<file path="src/tracerPkg.sv">
package tracerPkg;

  // Every distance, position and direction is Q12.12
  localparam int fracBits = 12;
  localparam int fixedW = 24;

  // Signed fixed-point value for positions, directions and distances
  typedef logic signed [fixedW-1:0] fixed_t;

  // Track distances are compared unsigned so that a huge step distance
  // which wraps past the sign bit still reads as a far distance
  typedef logic [fixedW-1:0] ufixed_t;

  // Integer part of a map position
  typedef logic [fixedW-fracBits-1:0] mapCoord_t;

  // Wall ID from the map ROM, zero is an empty cell
  typedef logic [1:0] wallId_t;

  // Wall half-size in screen lines
  typedef logic [10:0] size_t;

  // Texture column inside one wall cell
  typedef logic [5:0] texU_t;

  // Hits closer than one eighth of a cell would overflow the texture scaler
  localparam fixed_t minDist = fixed_t'(1 << (fracBits - 3));

  // The first traced line sits 272 plane units before the screen centre
  localparam int addendStart = 272;

  // The deflection accumulates a whole plane per line and is scaled back by this shift
  localparam int addendShift = 8;

  // Per-line sequencer states
  typedef enum logic [2:0] {
    SdxPrep,
    SdyPrep,
    TracePrepX,
    TracePrepY,
    TraceStep,
    SizePrep,
    CalcTexU,
    TraceDone
  } seqState_t;

endpackage

</file>
<file path="src/rayDirection.sv">
module rayDirection (
  input  logic              clk,
  input  logic              do_reset,
  input  logic              i_frameLoad,
  input  logic              i_lineAdvance,
  input  tracerPkg::fixed_t i_facingX,
  input  tracerPkg::fixed_t i_facingY,
  input  tracerPkg::fixed_t i_vplaneX,
  input  tracerPkg::fixed_t i_vplaneY,
  output tracerPkg::fixed_t o_rayDirX,
  output tracerPkg::fixed_t o_rayDirY,
  output logic              o_rayIncX,
  output logic              o_rayIncY
);
  import tracerPkg::*;

  // Deflection from the facing vector, kept at full precision
  // and only scaled down when the direction is formed
  fixed_t addendX;
  fixed_t addendY;

  always_ff @(posedge clk) begin
    if (do_reset || i_frameLoad) begin
      // Start of frame puts the ray addendStart planes to one side
      // The product wraps to the fixed-point width on purpose
      addendX <= fixed_t'(-(i_vplaneX * addendStart));
      addendY <= fixed_t'(-(i_vplaneY * addendStart));
    end else if (i_lineAdvance) begin
      // One whole plane per line, wrapping like the rest of the arithmetic
      addendX <= addendX + i_vplaneX;
      addendY <= addendY + i_vplaneY;
    end
  end

  // The arithmetic shift scales the accumulated deflection back
  // to the size of a normal direction component
  // A larger shift here narrows the field of view
  assign o_rayDirX = i_facingX + (addendX >>> addendShift);
  assign o_rayDirY = i_facingY + (addendY >>> addendShift);

  // Walk direction per axis, zero counts as decreasing
  assign o_rayIncX = o_rayDirX > 0;
  assign o_rayIncY = o_rayDirY > 0;

endmodule

</file>
<file path="src/reciprocalDivider.sv">
module reciprocalDivider (
  input  logic              clk,
  input  logic              do_reset,
  input  logic              i_start,
  input  tracerPkg::fixed_t i_data,
  output tracerPkg::fixed_t o_data,
  output logic              o_done
);
  import tracerPkg::*;

  // One quotient bit per cycle over a dividend of fixedW+1 bits
  localparam int idxW = $clog2(fixedW + 1);
  localparam fixed_t maxPos = {1'b0, {(fixedW - 1){1'b1}}};

  logic              busy;
  logic [idxW-1:0]   bitIdx;
  ufixed_t           divisor;
  ufixed_t           rem;
  logic [fixedW:0]   quot;
  logic [fixedW:0]   trial;
  logic [fixedW:0]   diff;
  logic              dividendBit;
  logic              fits;

  // The dividend is 2^(2*fracBits), so only its top bit is set
  assign dividendBit = (bitIdx == idxW'(fixedW));
  assign trial = {rem, dividendBit};
  assign diff = trial - {1'b0, divisor};
  // A zero divisor always fits, which fills the quotient with ones
  assign fits = trial >= {1'b0, divisor};

  always_ff @(posedge clk) begin
    if (do_reset) begin
      busy <= 1'b0;
      bitIdx <= '0;
      o_done <= 1'b0;
    end else begin
      o_done <= 1'b0;
      if (i_start) begin
        busy <= 1'b1;
        bitIdx <= idxW'(fixedW);
      end else if (busy) begin
        bitIdx <= bitIdx - 1'b1;
        // Last quotient bit is written at this edge
        if (bitIdx == '0) begin
          busy <= 1'b0;
          o_done <= 1'b1;
        end
      end
    end
  end

  always_ff @(posedge clk) begin
    if (i_start) begin
      // Magnitude only; the most negative input still fits unsigned
      divisor <= (i_data < 0) ? ufixed_t'(-i_data) : ufixed_t'(i_data);
      rem <= '0;
      quot <= '0;
    end else if (busy) begin
      rem <= fits ? diff[fixedW-1:0] : trial[fixedW-1:0];
      quot <= {quot[fixedW-1:0], fits};
    end
  end

  // Anything at or above 2^(fixedW-1) saturates, which also covers a zero input
  assign o_data = (quot[fixedW:fixedW-1] != 2'b00) ? maxPos : fixed_t'(quot[fixedW-1:0]);

  // The sequencer shares this unit three times a line and must wait for each result
  startWhileBusy: assert property (@(posedge clk) disable iff (do_reset) i_start |-> !busy)
    else $error("Reciprocal started while a division is still running");

endmodule

</file>
<file path="src/ddaWalker.sv">
module ddaWalker #(
  parameter int mapWBits = 4,
  parameter int mapHBits = 4
) (
  input  logic                 clk,
  input  logic                 do_reset,
  input  logic                 i_seedX,
  input  logic                 i_seedY,
  input  logic                 i_step,
  input  tracerPkg::fixed_t    i_seedValue,
  input  tracerPkg::fixed_t    i_stepDistX,
  input  tracerPkg::fixed_t    i_stepDistY,
  input  tracerPkg::fixed_t    i_playerX,
  input  tracerPkg::fixed_t    i_playerY,
  input  logic                 i_rayIncX,
  input  logic                 i_rayIncY,
  output tracerPkg::mapCoord_t o_mapX,
  output tracerPkg::mapCoord_t o_mapY,
  output logic [mapWBits-1:0]  o_mapCol,
  output logic [mapHBits-1:0]  o_mapRow,
  output logic                 o_side,
  output tracerPkg::fixed_t    o_hitDist
);
  import tracerPkg::*;

  // Distance along the ray to the next X and Y gridline crossing
  ufixed_t trackX;
  ufixed_t trackY;
  mapCoord_t playerMapX;
  mapCoord_t playerMapY;
  logic stepOnX;

  assign playerMapX = i_playerX[fixedW-1:fracBits];
  assign playerMapY = i_playerY[fixedW-1:fracBits];

  // Whichever gridline is nearer gets crossed first
  assign stepOnX = trackX < trackY;

  always_ff @(posedge clk) begin
    if (do_reset) begin
      o_mapX <= '0;
      o_mapY <= '0;
      o_side <= 1'b0;
    end else if (i_seedX) begin
      o_mapX <= playerMapX;
    end else if (i_seedY) begin
      o_mapY <= playerMapY;
    end else if (i_step) begin
      if (stepOnX) begin
        o_mapX <= i_rayIncX ? o_mapX + 1'b1 : o_mapX - 1'b1;
        o_side <= 1'b0;
      end else begin
        o_mapY <= i_rayIncY ? o_mapY + 1'b1 : o_mapY - 1'b1;
        o_side <= 1'b1;
      end
    end
  end

  always_ff @(posedge clk) begin
    if (i_seedX) begin
      trackX <= ufixed_t'(i_seedValue);
      // No gridline crossed yet on this line
      o_hitDist <= '0;
    end else if (i_seedY) begin
      trackY <= ufixed_t'(i_seedValue);
    end else if (i_step) begin
      // The crossing just taken becomes the distance to the cell entered
      if (stepOnX) begin
        o_hitDist <= fixed_t'(trackX);
        trackX <= trackX + ufixed_t'(i_stepDistX);
      end else begin
        o_hitDist <= fixed_t'(trackY);
        trackY <= trackY + ufixed_t'(i_stepDistY);
      end
    end
  end

  // Map ROM address is the low bits of the current cell
  assign o_mapCol = o_mapX[mapWBits-1:0];
  assign o_mapRow = o_mapY[mapHBits-1:0];

  // The sequencer must finish seeding both tracks before walking
  seedBeforeStep: assert property (@(posedge clk) disable iff (do_reset)
    i_step |-> !(i_seedX || i_seedY))
    else $error("Map step coincides with a track seed");

endmodule

</file>
<file path="src/traceSequencer.sv">
module traceSequencer (
  input  logic                 clk,
  input  logic                 do_reset,
  input  logic                 i_vsync,
  input  logic                 i_hmax,
  input  tracerPkg::fixed_t    i_playerX,
  input  tracerPkg::fixed_t    i_playerY,
  input  tracerPkg::fixed_t    i_rayDirX,
  input  tracerPkg::fixed_t    i_rayDirY,
  input  logic                 i_rayIncX,
  input  logic                 i_rayIncY,
  input  tracerPkg::fixed_t    i_rcpData,
  input  logic                 i_rcpDone,
  output logic                 o_rcpStart,
  output tracerPkg::fixed_t    o_rcpData,
  output logic                 o_frameLoad,
  output logic                 o_lineAdvance,
  output logic                 o_seedX,
  output logic                 o_seedY,
  output logic                 o_step,
  output tracerPkg::fixed_t    o_seedValue,
  output tracerPkg::fixed_t    o_stepDistX,
  output tracerPkg::fixed_t    o_stepDistY,
  input  tracerPkg::mapCoord_t i_mapX,
  input  tracerPkg::mapCoord_t i_mapY,
  input  logic                 i_side,
  input  tracerPkg::fixed_t    i_hitDist,
  input  tracerPkg::wallId_t   i_mapVal,
  output logic                 o_ready,
  output tracerPkg::wallId_t   o_wall,
  output logic                 o_side,
  output tracerPkg::size_t     o_size,
  output tracerPkg::texU_t     o_texU,
  output tracerPkg::fixed_t    o_texA
);
  import tracerPkg::*;

  localparam fixed_t fixedOne = fixed_t'(1 << fracBits);

  seqState_t state;
  // Second track is seeded in the first TraceStep cycle, when its product lands
  logic seedYPending;
  logic frameRestart;
  logic hmaxAccept;
  logic wallHit;

  fixed_t stepDistX;
  fixed_t stepDistY;
  wallId_t wall;
  size_t sizeReg;
  texU_t texU;

  fixed_t fracX;
  fixed_t fracY;
  fixed_t partialX;
  fixed_t partialY;
  fixed_t mulA;
  fixed_t mulB;
  logic signed [2*fixedW-1:0] mulFull;
  fixed_t mulProd;
  fixed_t wallPartial;
  logic texMirror;

  assign frameRestart = do_reset || i_vsync;
  assign hmaxAccept = (state == TraceDone) && i_hmax;

  // Ray control strobes
  assign o_frameLoad = i_vsync;
  assign o_lineAdvance = hmaxAccept;
  assign o_ready = (state == TraceDone);

  // Distance from the player to the first gridline on each axis, in cells
  assign fracX = {{(fixedW - fracBits){1'b0}}, i_playerX[fracBits-1:0]};
  assign fracY = {{(fixedW - fracBits){1'b0}}, i_playerY[fracBits-1:0]};
  assign partialX = i_rayIncX ? fixedOne - fracX : fracX;
  assign partialY = i_rayIncY ? fixedOne - fracY : fracY;

  // Shared multiplier inputs follow the state that selects them;
  // the registered product is read one cycle later
  always_comb begin
    case (state)
      TracePrepX: begin
        mulA = stepDistX;
        mulB = partialX;
      end
      TracePrepY: begin
        mulA = stepDistY;
        mulB = partialY;
      end
      default: begin
        // Hit point along the wall uses the ray component across the wall
        mulA = i_side ? i_rayDirX : i_rayDirY;
        mulB = i_hitDist;
      end
    endcase
  end

  assign mulFull = mulA * mulB;

  always_ff @(posedge clk) begin
    mulProd <= fixed_t'(mulFull >>> fracBits);
  end

  // Reciprocal source and start strobe, one user per phase of the line
  assign o_rcpData = (state == SizePrep) ? i_hitDist :
                     (state == SdxPrep)  ? i_rayDirX : i_rayDirY;
  assign o_rcpStart = (state == SdxPrep) || (state == SizePrep) ||
                      ((state == SdyPrep) && i_rcpDone);

  // Walker controls
  assign o_seedValue = mulProd;
  assign o_stepDistX = stepDistX;
  assign o_stepDistY = stepDistY;
  assign o_seedX = (state == TracePrepY);
  assign o_seedY = (state == TraceStep) && seedYPending;

  // A hit needs a wall cell that is not the player's own and is far enough away
  assign wallHit = (i_hitDist >= minDist) && (i_mapVal != '0) &&
                   !((i_mapX == i_playerX[fixedW-1:fracBits]) &&
                     (i_mapY == i_playerY[fixedW-1:fracBits]));
  assign o_step = (state == TraceStep) && !seedYPending && !wallHit;

  // Texture column is the fraction of the hit point along the wall face
  assign wallPartial = mulProd + (i_side ? i_playerX : i_playerY);
  assign texMirror = i_side ? i_rayIncY : !i_rayIncX;

  always_ff @(posedge clk) begin
    if (frameRestart) begin
      state <= SdxPrep;
      seedYPending <= 1'b0;
      o_wall <= '0;
      o_side <= 1'b0;
      o_size <= '0;
      o_texU <= '0;
      o_texA <= '0;
    end else begin
      case (state)
        SdxPrep: state <= SdyPrep;
        SdyPrep: if (i_rcpDone) state <= TracePrepX;
        TracePrepX: if (i_rcpDone) state <= TracePrepY;
        TracePrepY: begin
          seedYPending <= 1'b1;
          state <= TraceStep;
        end
        TraceStep: begin
          if (seedYPending) begin
            seedYPending <= 1'b0;
          end else if (wallHit) begin
            state <= SizePrep;
          end
        end
        SizePrep: state <= CalcTexU;
        CalcTexU: if (i_rcpDone) state <= TraceDone;
        TraceDone: begin
          // Present the finished line and start the next ray
          if (hmaxAccept) begin
            o_wall <= wall;
            o_side <= i_side;
            o_size <= sizeReg;
            o_texU <= texU;
            o_texA <= i_hitDist;
            state <= SdxPrep;
          end
        end
        default: state <= SdxPrep;
      endcase
    end
  end

  always_ff @(posedge clk) begin
    if (state == SdyPrep && i_rcpDone) begin
      stepDistX <= i_rcpData;
    end
    if (state == TracePrepX && i_rcpDone) begin
      stepDistY <= i_rcpData;
    end
    if (state == TraceStep && !seedYPending && wallHit) begin
      wall <= i_mapVal;
    end
    if (state == CalcTexU && i_rcpDone) begin
      // 256 / distance, clipped to 11 bits
      sizeReg <= i_rcpData[fracBits+2 -: $bits(size_t)];
      texU <= wallPartial[fracBits-1 -: $bits(texU_t)] ^ {$bits(texU_t){texMirror}};
    end
  end

  // State must stay known and legal between frame restarts
  legalState: assert property (@(posedge clk) disable iff (do_reset)
    !$isunknown(state) && (state inside {SdxPrep, SdyPrep, TracePrepX, TracePrepY,
                                         TraceStep, SizePrep, CalcTexU, TraceDone}))
    else $error("Sequencer left its legal states");

endmodule

</file>
<file path="src/wallTracer.sv">
module wallTracer #(
  parameter int mapWBits = 4,
  parameter int mapHBits = 4
) (
  input  logic                clk,
  input  logic                do_reset,
  input  logic                i_vsync,
  input  logic                i_hmax,
  input  tracerPkg::fixed_t   i_playerX,
  input  tracerPkg::fixed_t   i_playerY,
  input  tracerPkg::fixed_t   i_facingX,
  input  tracerPkg::fixed_t   i_facingY,
  input  tracerPkg::fixed_t   i_vplaneX,
  input  tracerPkg::fixed_t   i_vplaneY,
  output logic [mapWBits-1:0] o_mapCol,
  output logic [mapHBits-1:0] o_mapRow,
  input  tracerPkg::wallId_t  i_mapVal,
  output logic                o_ready,
  output tracerPkg::wallId_t  o_wall,
  output logic                o_side,
  output tracerPkg::size_t    o_size,
  output tracerPkg::texU_t    o_texU,
  output tracerPkg::fixed_t   o_texA
);
  import tracerPkg::*;

  // Ray direction
  fixed_t rayDirX;
  fixed_t rayDirY;
  logic rayIncX;
  logic rayIncY;
  logic frameLoad;
  logic lineAdvance;

  // Shared reciprocal
  logic rcpStart;
  logic rcpDone;
  fixed_t rcpIn;
  fixed_t rcpOut;
  // A frame restart abandons any division still in flight
  logic rcpReset;

  // Map walk
  logic seedX;
  logic seedY;
  logic step;
  fixed_t seedValue;
  fixed_t stepDistX;
  fixed_t stepDistY;
  mapCoord_t mapX;
  mapCoord_t mapY;
  logic walkSide;
  fixed_t hitDist;

  assign rcpReset = do_reset || i_vsync;

  rayDirection rayDirection_i (
    .clk          (clk),
    .do_reset     (do_reset),
    .i_frameLoad  (frameLoad),
    .i_lineAdvance(lineAdvance),
    .i_facingX    (i_facingX),
    .i_facingY    (i_facingY),
    .i_vplaneX    (i_vplaneX),
    .i_vplaneY    (i_vplaneY),
    .o_rayDirX    (rayDirX),
    .o_rayDirY    (rayDirY),
    .o_rayIncX    (rayIncX),
    .o_rayIncY    (rayIncY)
  );

  reciprocalDivider reciprocalDivider_i (
    .clk     (clk),
    .do_reset(rcpReset),
    .i_start (rcpStart),
    .i_data  (rcpIn),
    .o_data  (rcpOut),
    .o_done  (rcpDone)
  );

  ddaWalker #(
    .mapWBits(mapWBits),
    .mapHBits(mapHBits)
  ) ddaWalker_i (
    .clk        (clk),
    .do_reset   (do_reset),
    .i_seedX    (seedX),
    .i_seedY    (seedY),
    .i_step     (step),
    .i_seedValue(seedValue),
    .i_stepDistX(stepDistX),
    .i_stepDistY(stepDistY),
    .i_playerX  (i_playerX),
    .i_playerY  (i_playerY),
    .i_rayIncX  (rayIncX),
    .i_rayIncY  (rayIncY),
    .o_mapX     (mapX),
    .o_mapY     (mapY),
    .o_mapCol   (o_mapCol),
    .o_mapRow   (o_mapRow),
    .o_side     (walkSide),
    .o_hitDist  (hitDist)
  );

  traceSequencer traceSequencer_i (
    .clk          (clk),
    .do_reset     (do_reset),
    .i_vsync      (i_vsync),
    .i_hmax       (i_hmax),
    .i_playerX    (i_playerX),
    .i_playerY    (i_playerY),
    .i_rayDirX    (rayDirX),
    .i_rayDirY    (rayDirY),
    .i_rayIncX    (rayIncX),
    .i_rayIncY    (rayIncY),
    .i_rcpData    (rcpOut),
    .i_rcpDone    (rcpDone),
    .o_rcpStart   (rcpStart),
    .o_rcpData    (rcpIn),
    .o_frameLoad  (frameLoad),
    .o_lineAdvance(lineAdvance),
    .o_seedX      (seedX),
    .o_seedY      (seedY),
    .o_step       (step),
    .o_seedValue  (seedValue),
    .o_stepDistX  (stepDistX),
    .o_stepDistY  (stepDistY),
    .i_mapX       (mapX),
    .i_mapY       (mapY),
    .i_side       (walkSide),
    .i_hitDist    (hitDist),
    .i_mapVal     (i_mapVal),
    .o_ready      (o_ready),
    .o_wall       (o_wall),
    .o_side       (o_side),
    .o_size       (o_size),
    .o_texU       (o_texU),
    .o_texA       (o_texA)
  );

endmodule

</file>
<file path="config.mk">
export PLATFORM = sky130hd
export DESIGN_NAME = wallTracer
export DESIGN_NICKNAME = d
export VERILOG_FILES = /design/src/tracerPkg.sv /design/src/rayDirection.sv /design/src/reciprocalDivider.sv /design/src/ddaWalker.sv /design/src/traceSequencer.sv /design/src/wallTracer.sv
export SDC_FILE = /design/constraint.sdc
export NUM_CORES = 2
export LEC_CHECK = 0
export ABC_CLOCK_PERIOD_IN_PS = 16300
export BUFFER_PORTS_ARGS = -buffer_cell sky130_fd_sc_hd__buf_2
export CAP_MARGIN = 10
export CORE_AREA = 8 8 407 409
export CTS_BUF_LIST = sky130_fd_sc_hd__clkbuf_8 sky130_fd_sc_hd__clkbuf_16
export DETAILED_ROUTE_END_ITERATION = 8
export DIE_AREA = 0 0 415 417
export SYNTH_ARGS = -nofsm -noshare
export SYNTH_HDL_FRONTEND = slang
export SYNTH_SLANG_ARGS = --single-unit
</file>
<file path="constraint.sdc">
create_clock -name clk -period 16.3 [get_ports clk]
set_input_delay 1.63 -clock clk [delete_from_list [all_inputs] [get_ports clk]]
set_output_delay 1.63 -clock clk [all_outputs]
set_load 0.03 [all_outputs]
</file>
==> metrics.md <==
| Metric | Value |
|---|---|
| Fin. max-slew vios | 0 |
| Clk buf depth | 3 |
| Commonest non-fill, non-tap cell in the layout | inv_1 |
| Reg clk slew, reported paths | 70 ps |
| Status | complete, no violations |
| DIE HEIGHT | between 400 and 500 um |
| Final setup violation count | 0 |
| Ys flop type | edfxtp_1 |
| Initial Util | 27.80% |
| Die width | about 420 um |
| Max stage delay on crit path | 810 ps |
| Critical R2R Capture | traceSequencer_i.o_seedValue[23] |
| Io pins | 203 |
| GRT overflow | 0 |
| Drt first-iter violations | 2,522 |
| Syn Area/Cell | 8.662 um^2 |
| CP endpoint | traceSequencer_i.o_seedValue[23] |
| Synthesis-stage register bit count | 364 |
| Synth Instances | 5,112 |
| Finished Core Util | about 31% |
| Largest net degree at the start of global routing | between 80 and 90 |
| Synth Area in Compound Gates | 13.95% |
| FMAX | approximately 0.084 GHz |
| Area leader, netlist | fa_1 |
| Share of cells above drive strength 1 | 8.655% |
| Vias | 37,080 |
| Worst Clk Skew | between 30 and 40 ps |
| RSZ-0062 raised after global routing | no |
| Vias per Instance | 5.022 |
| Final wirelength | 156.3 mm |
| Ys async rst share | 0% |
| Fin area | 49,430 um^2 |
| Number of synthesized flops with an enable pin | 187 |
| Clock latency on the worst-skew pair | roughly 650 ps |
| PostCTS Resize Cnt | 0 |
| Synth Cell Area | 44,280 um^2 |
| Critical Path Slowest Stage Cell | o21ai_1 |
| Origin of the worst setup path | i_facingX[10] |
| # rows | 147 |
| Crit-path max FO | 13 |
| Wire per inst | 21.17 um |
| Initial antenna violation count | 6 |
| WS Path Type | input pin to flip-flop |
| Vias in the first global route | 37,900 |
| Maxcap violations | 0 |
| Slew @ Worst Pin | 1335 ps |
| DRC viols | 0 |
| CTS tree | done |
| CTS root buffer | clkbuf_16 |
| Fillcell total | 16,840 |
| Routed Antenna Nets | 0 |
| Startpoint Class | input pin |
| Yosys warning count | 0 |
| # hold bufs at CTS | 0 |
| Reg2Reg Setup Slack | 4920 ps |
| All-Layer GR Usage | 17.43% |
| Post-synthesis adder-cell area fraction | 33.04% |
| Most frequent cells in the layout | inv_1, nor2_1, nand2_1 |
| Die ar. | ~170,000 um^2 |
| Post-synthesis mux area share | ~2.2% |
| WHS Path Cells | 2 |
| Crit path top cell by count | fa_1 |
| CP endpoint kind | flip-flop |
| DRT Pass-1 Iters | 6 |
| Post-Synth XOR/XNOR Area | 6.208% |
| Htree depth | 2 |
| Global-route wire length before repair | 233.1 mm |
| Fin crit share | 73.34% |
| Largest family of logic cells by synthesized area | adder cells |
| Seq/Total Area, Yosys | 20.68% |
| GPL Wtd Cong | 0.9700 |
| Launching point of the worst reg2reg path | rayDirection_i.addendX[9] |
| Req. time, crit path | 16,890 ps |
| CP Data Arrival Time | 12,550 ps |
| Yosys top cell area share | between 20% and 30% |
| Core area | 159,300 um^2 |
| Total Nets Final | 6,294 |
| Post-CTS Setup Bufs | 0 |
| Final min period | 11,950 ps |
| Final Hold Vio Count | 0 |
| Netlist cell types | 101 |
| # clock sinks | around 360 |
| Synth-to-Final Area Change | 11.63% |
| Num CTS Buffers | 47 |
| Area post-placement | 47,830 um^2 |
| Setup TNS | 0 ps |
| Synth area leaders | fa_1, edfxtp_1, ha_1 |
| Slew headroom | between 10% and 20% |
| Number of port buffers | 202 |
| Synth Area in Simple Gates | 16.13% |
| Worst Reg2Reg Path Length in Cells | 40 |
| Placed wire-length estimate | 127.5 mm |
| Worst hold path class | flip-flop to flip-flop |
[state kept, by name (all words and copies together) (netlist names), 2 cells and up]
| name | cells |
|---|---|
| reciprocalDivider_i.quot | 25 |
| traceSequencer_i.state | 3 |
| traceSequencer_i.o_wall | 2 |
| ddaWalker_i.o_mapY | 12 |
| traceSequencer_i.o_seedValue | 24 |
| ddaWalker_i.trackX | 24 |
| reciprocalDivider_i.rem | 24 |
| traceSequencer_i.o_texU | 6 |
| traceSequencer_i.sizeReg | 11 |
| traceSequencer_i.o_texA | 24 |
| rayDirection_i.addendY | 24 |
| reciprocalDivider_i.divisor | 24 |
| traceSequencer_i.o_stepDistX | 24 |
| traceSequencer_i.o_stepDistY | 24 |
| ddaWalker_i.o_hitDist | 24 |
| traceSequencer_i.o_size | 11 |
| ddaWalker_i.trackY | 24 |
| reciprocalDivider_i.bitIdx | 5 |
| traceSequencer_i.texU | 6 |
| traceSequencer_i.wall | 2 |
| ddaWalker_i.o_mapX | 12 |
| rayDirection_i.addendX | 24 |
[cell families after synthesis]
kind of cell / Yosys count
simple gates: 1583
compound gates: 960
buf+inv: 906
fa+ha+maj: 891
flops: 364
xor+xnor: 313
mux: 94
other cells: 1
[Yosys cell counts (all sizes together), types with 40 or more instances]
cell and count:
ha 427, nor2 550, nand2 527, nand3 64
xnor2 213, or3 64, inv 713, edfxtp 187
nand2b 75, o21ai 198, a21o 72, o21a 46
dfxtp 177, and2 42, nor3 86, mux2i 82
clkbuf 153, a211oi 50, xor2 100, fa 464
buf 40, a21oi 330
[stage by stage]
step | setup WS [ps] | hold slack, ps | instances
floorplan | 5326 | 447.0 | 5113
global placement | 3914 | 443.1 | 7289
global route | 3853 | 468.8 | 7379
finish | 4345 | 450.6 | 7383
CTS | 4468 | 451.8 | 7378
detailed placement | 3773 | 443.9 | 7290
[worst min-delay path by stage]
stage / from / end
6_report: traceSequencer_i.o_texA[12] / traceSequencer_i.o_texA[12]
5_1_grt: traceSequencer_i.o_texA[12] / traceSequencer_i.o_texA[12]
4_1_cts: traceSequencer_i.o_texA[12] / traceSequencer_i.o_texA[12]
3_5_place_dp: traceSequencer_i.o_texA[12] / traceSequencer_i.o_texA[12]
3_3_place_gp: traceSequencer_i.o_texU[1] / traceSequencer_i.o_texU[1]
2_1_floorplan: reciprocalDivider_i.rem[23] / reciprocalDivider_i.rem[23]
[per-layer routing]
metal  global-route usage (%)  routed length (um)
met3                    3.004                9494
met2                    30.54               75110
met4                    10.05               11250
met5                   0.2777                  85
met1                    20.00               60380
[worst max-delay path, delay by kind of cell]
family          cells  cell delay, ps
simple gates        6            1110
xor+xnor            3             770
buf+inv             7             720
compound gates     14            4030
fa+ha+maj           9            4240
[area by class of cell]
class | instances | area [um^2] | share of cell area, %
tap | 2086 | 2610 | 5.280
inverter | 713 | 2676 | 5.415
multi-input combinational | 3843 | 31760 | 64.25
timing repair buffer | 284 | 1627 | 3.291
clock buffer | 50 | 1229 | 2.486
sequential | 364 | 9161 | 18.53
clock inverter | 38 | 354.1 | 0.7164
antenna | 5 | 12.51 | 0.02531
Power is not shown: default switching activity piles up to over one toggle a cycle in this logic, so the estimate is an artifact.
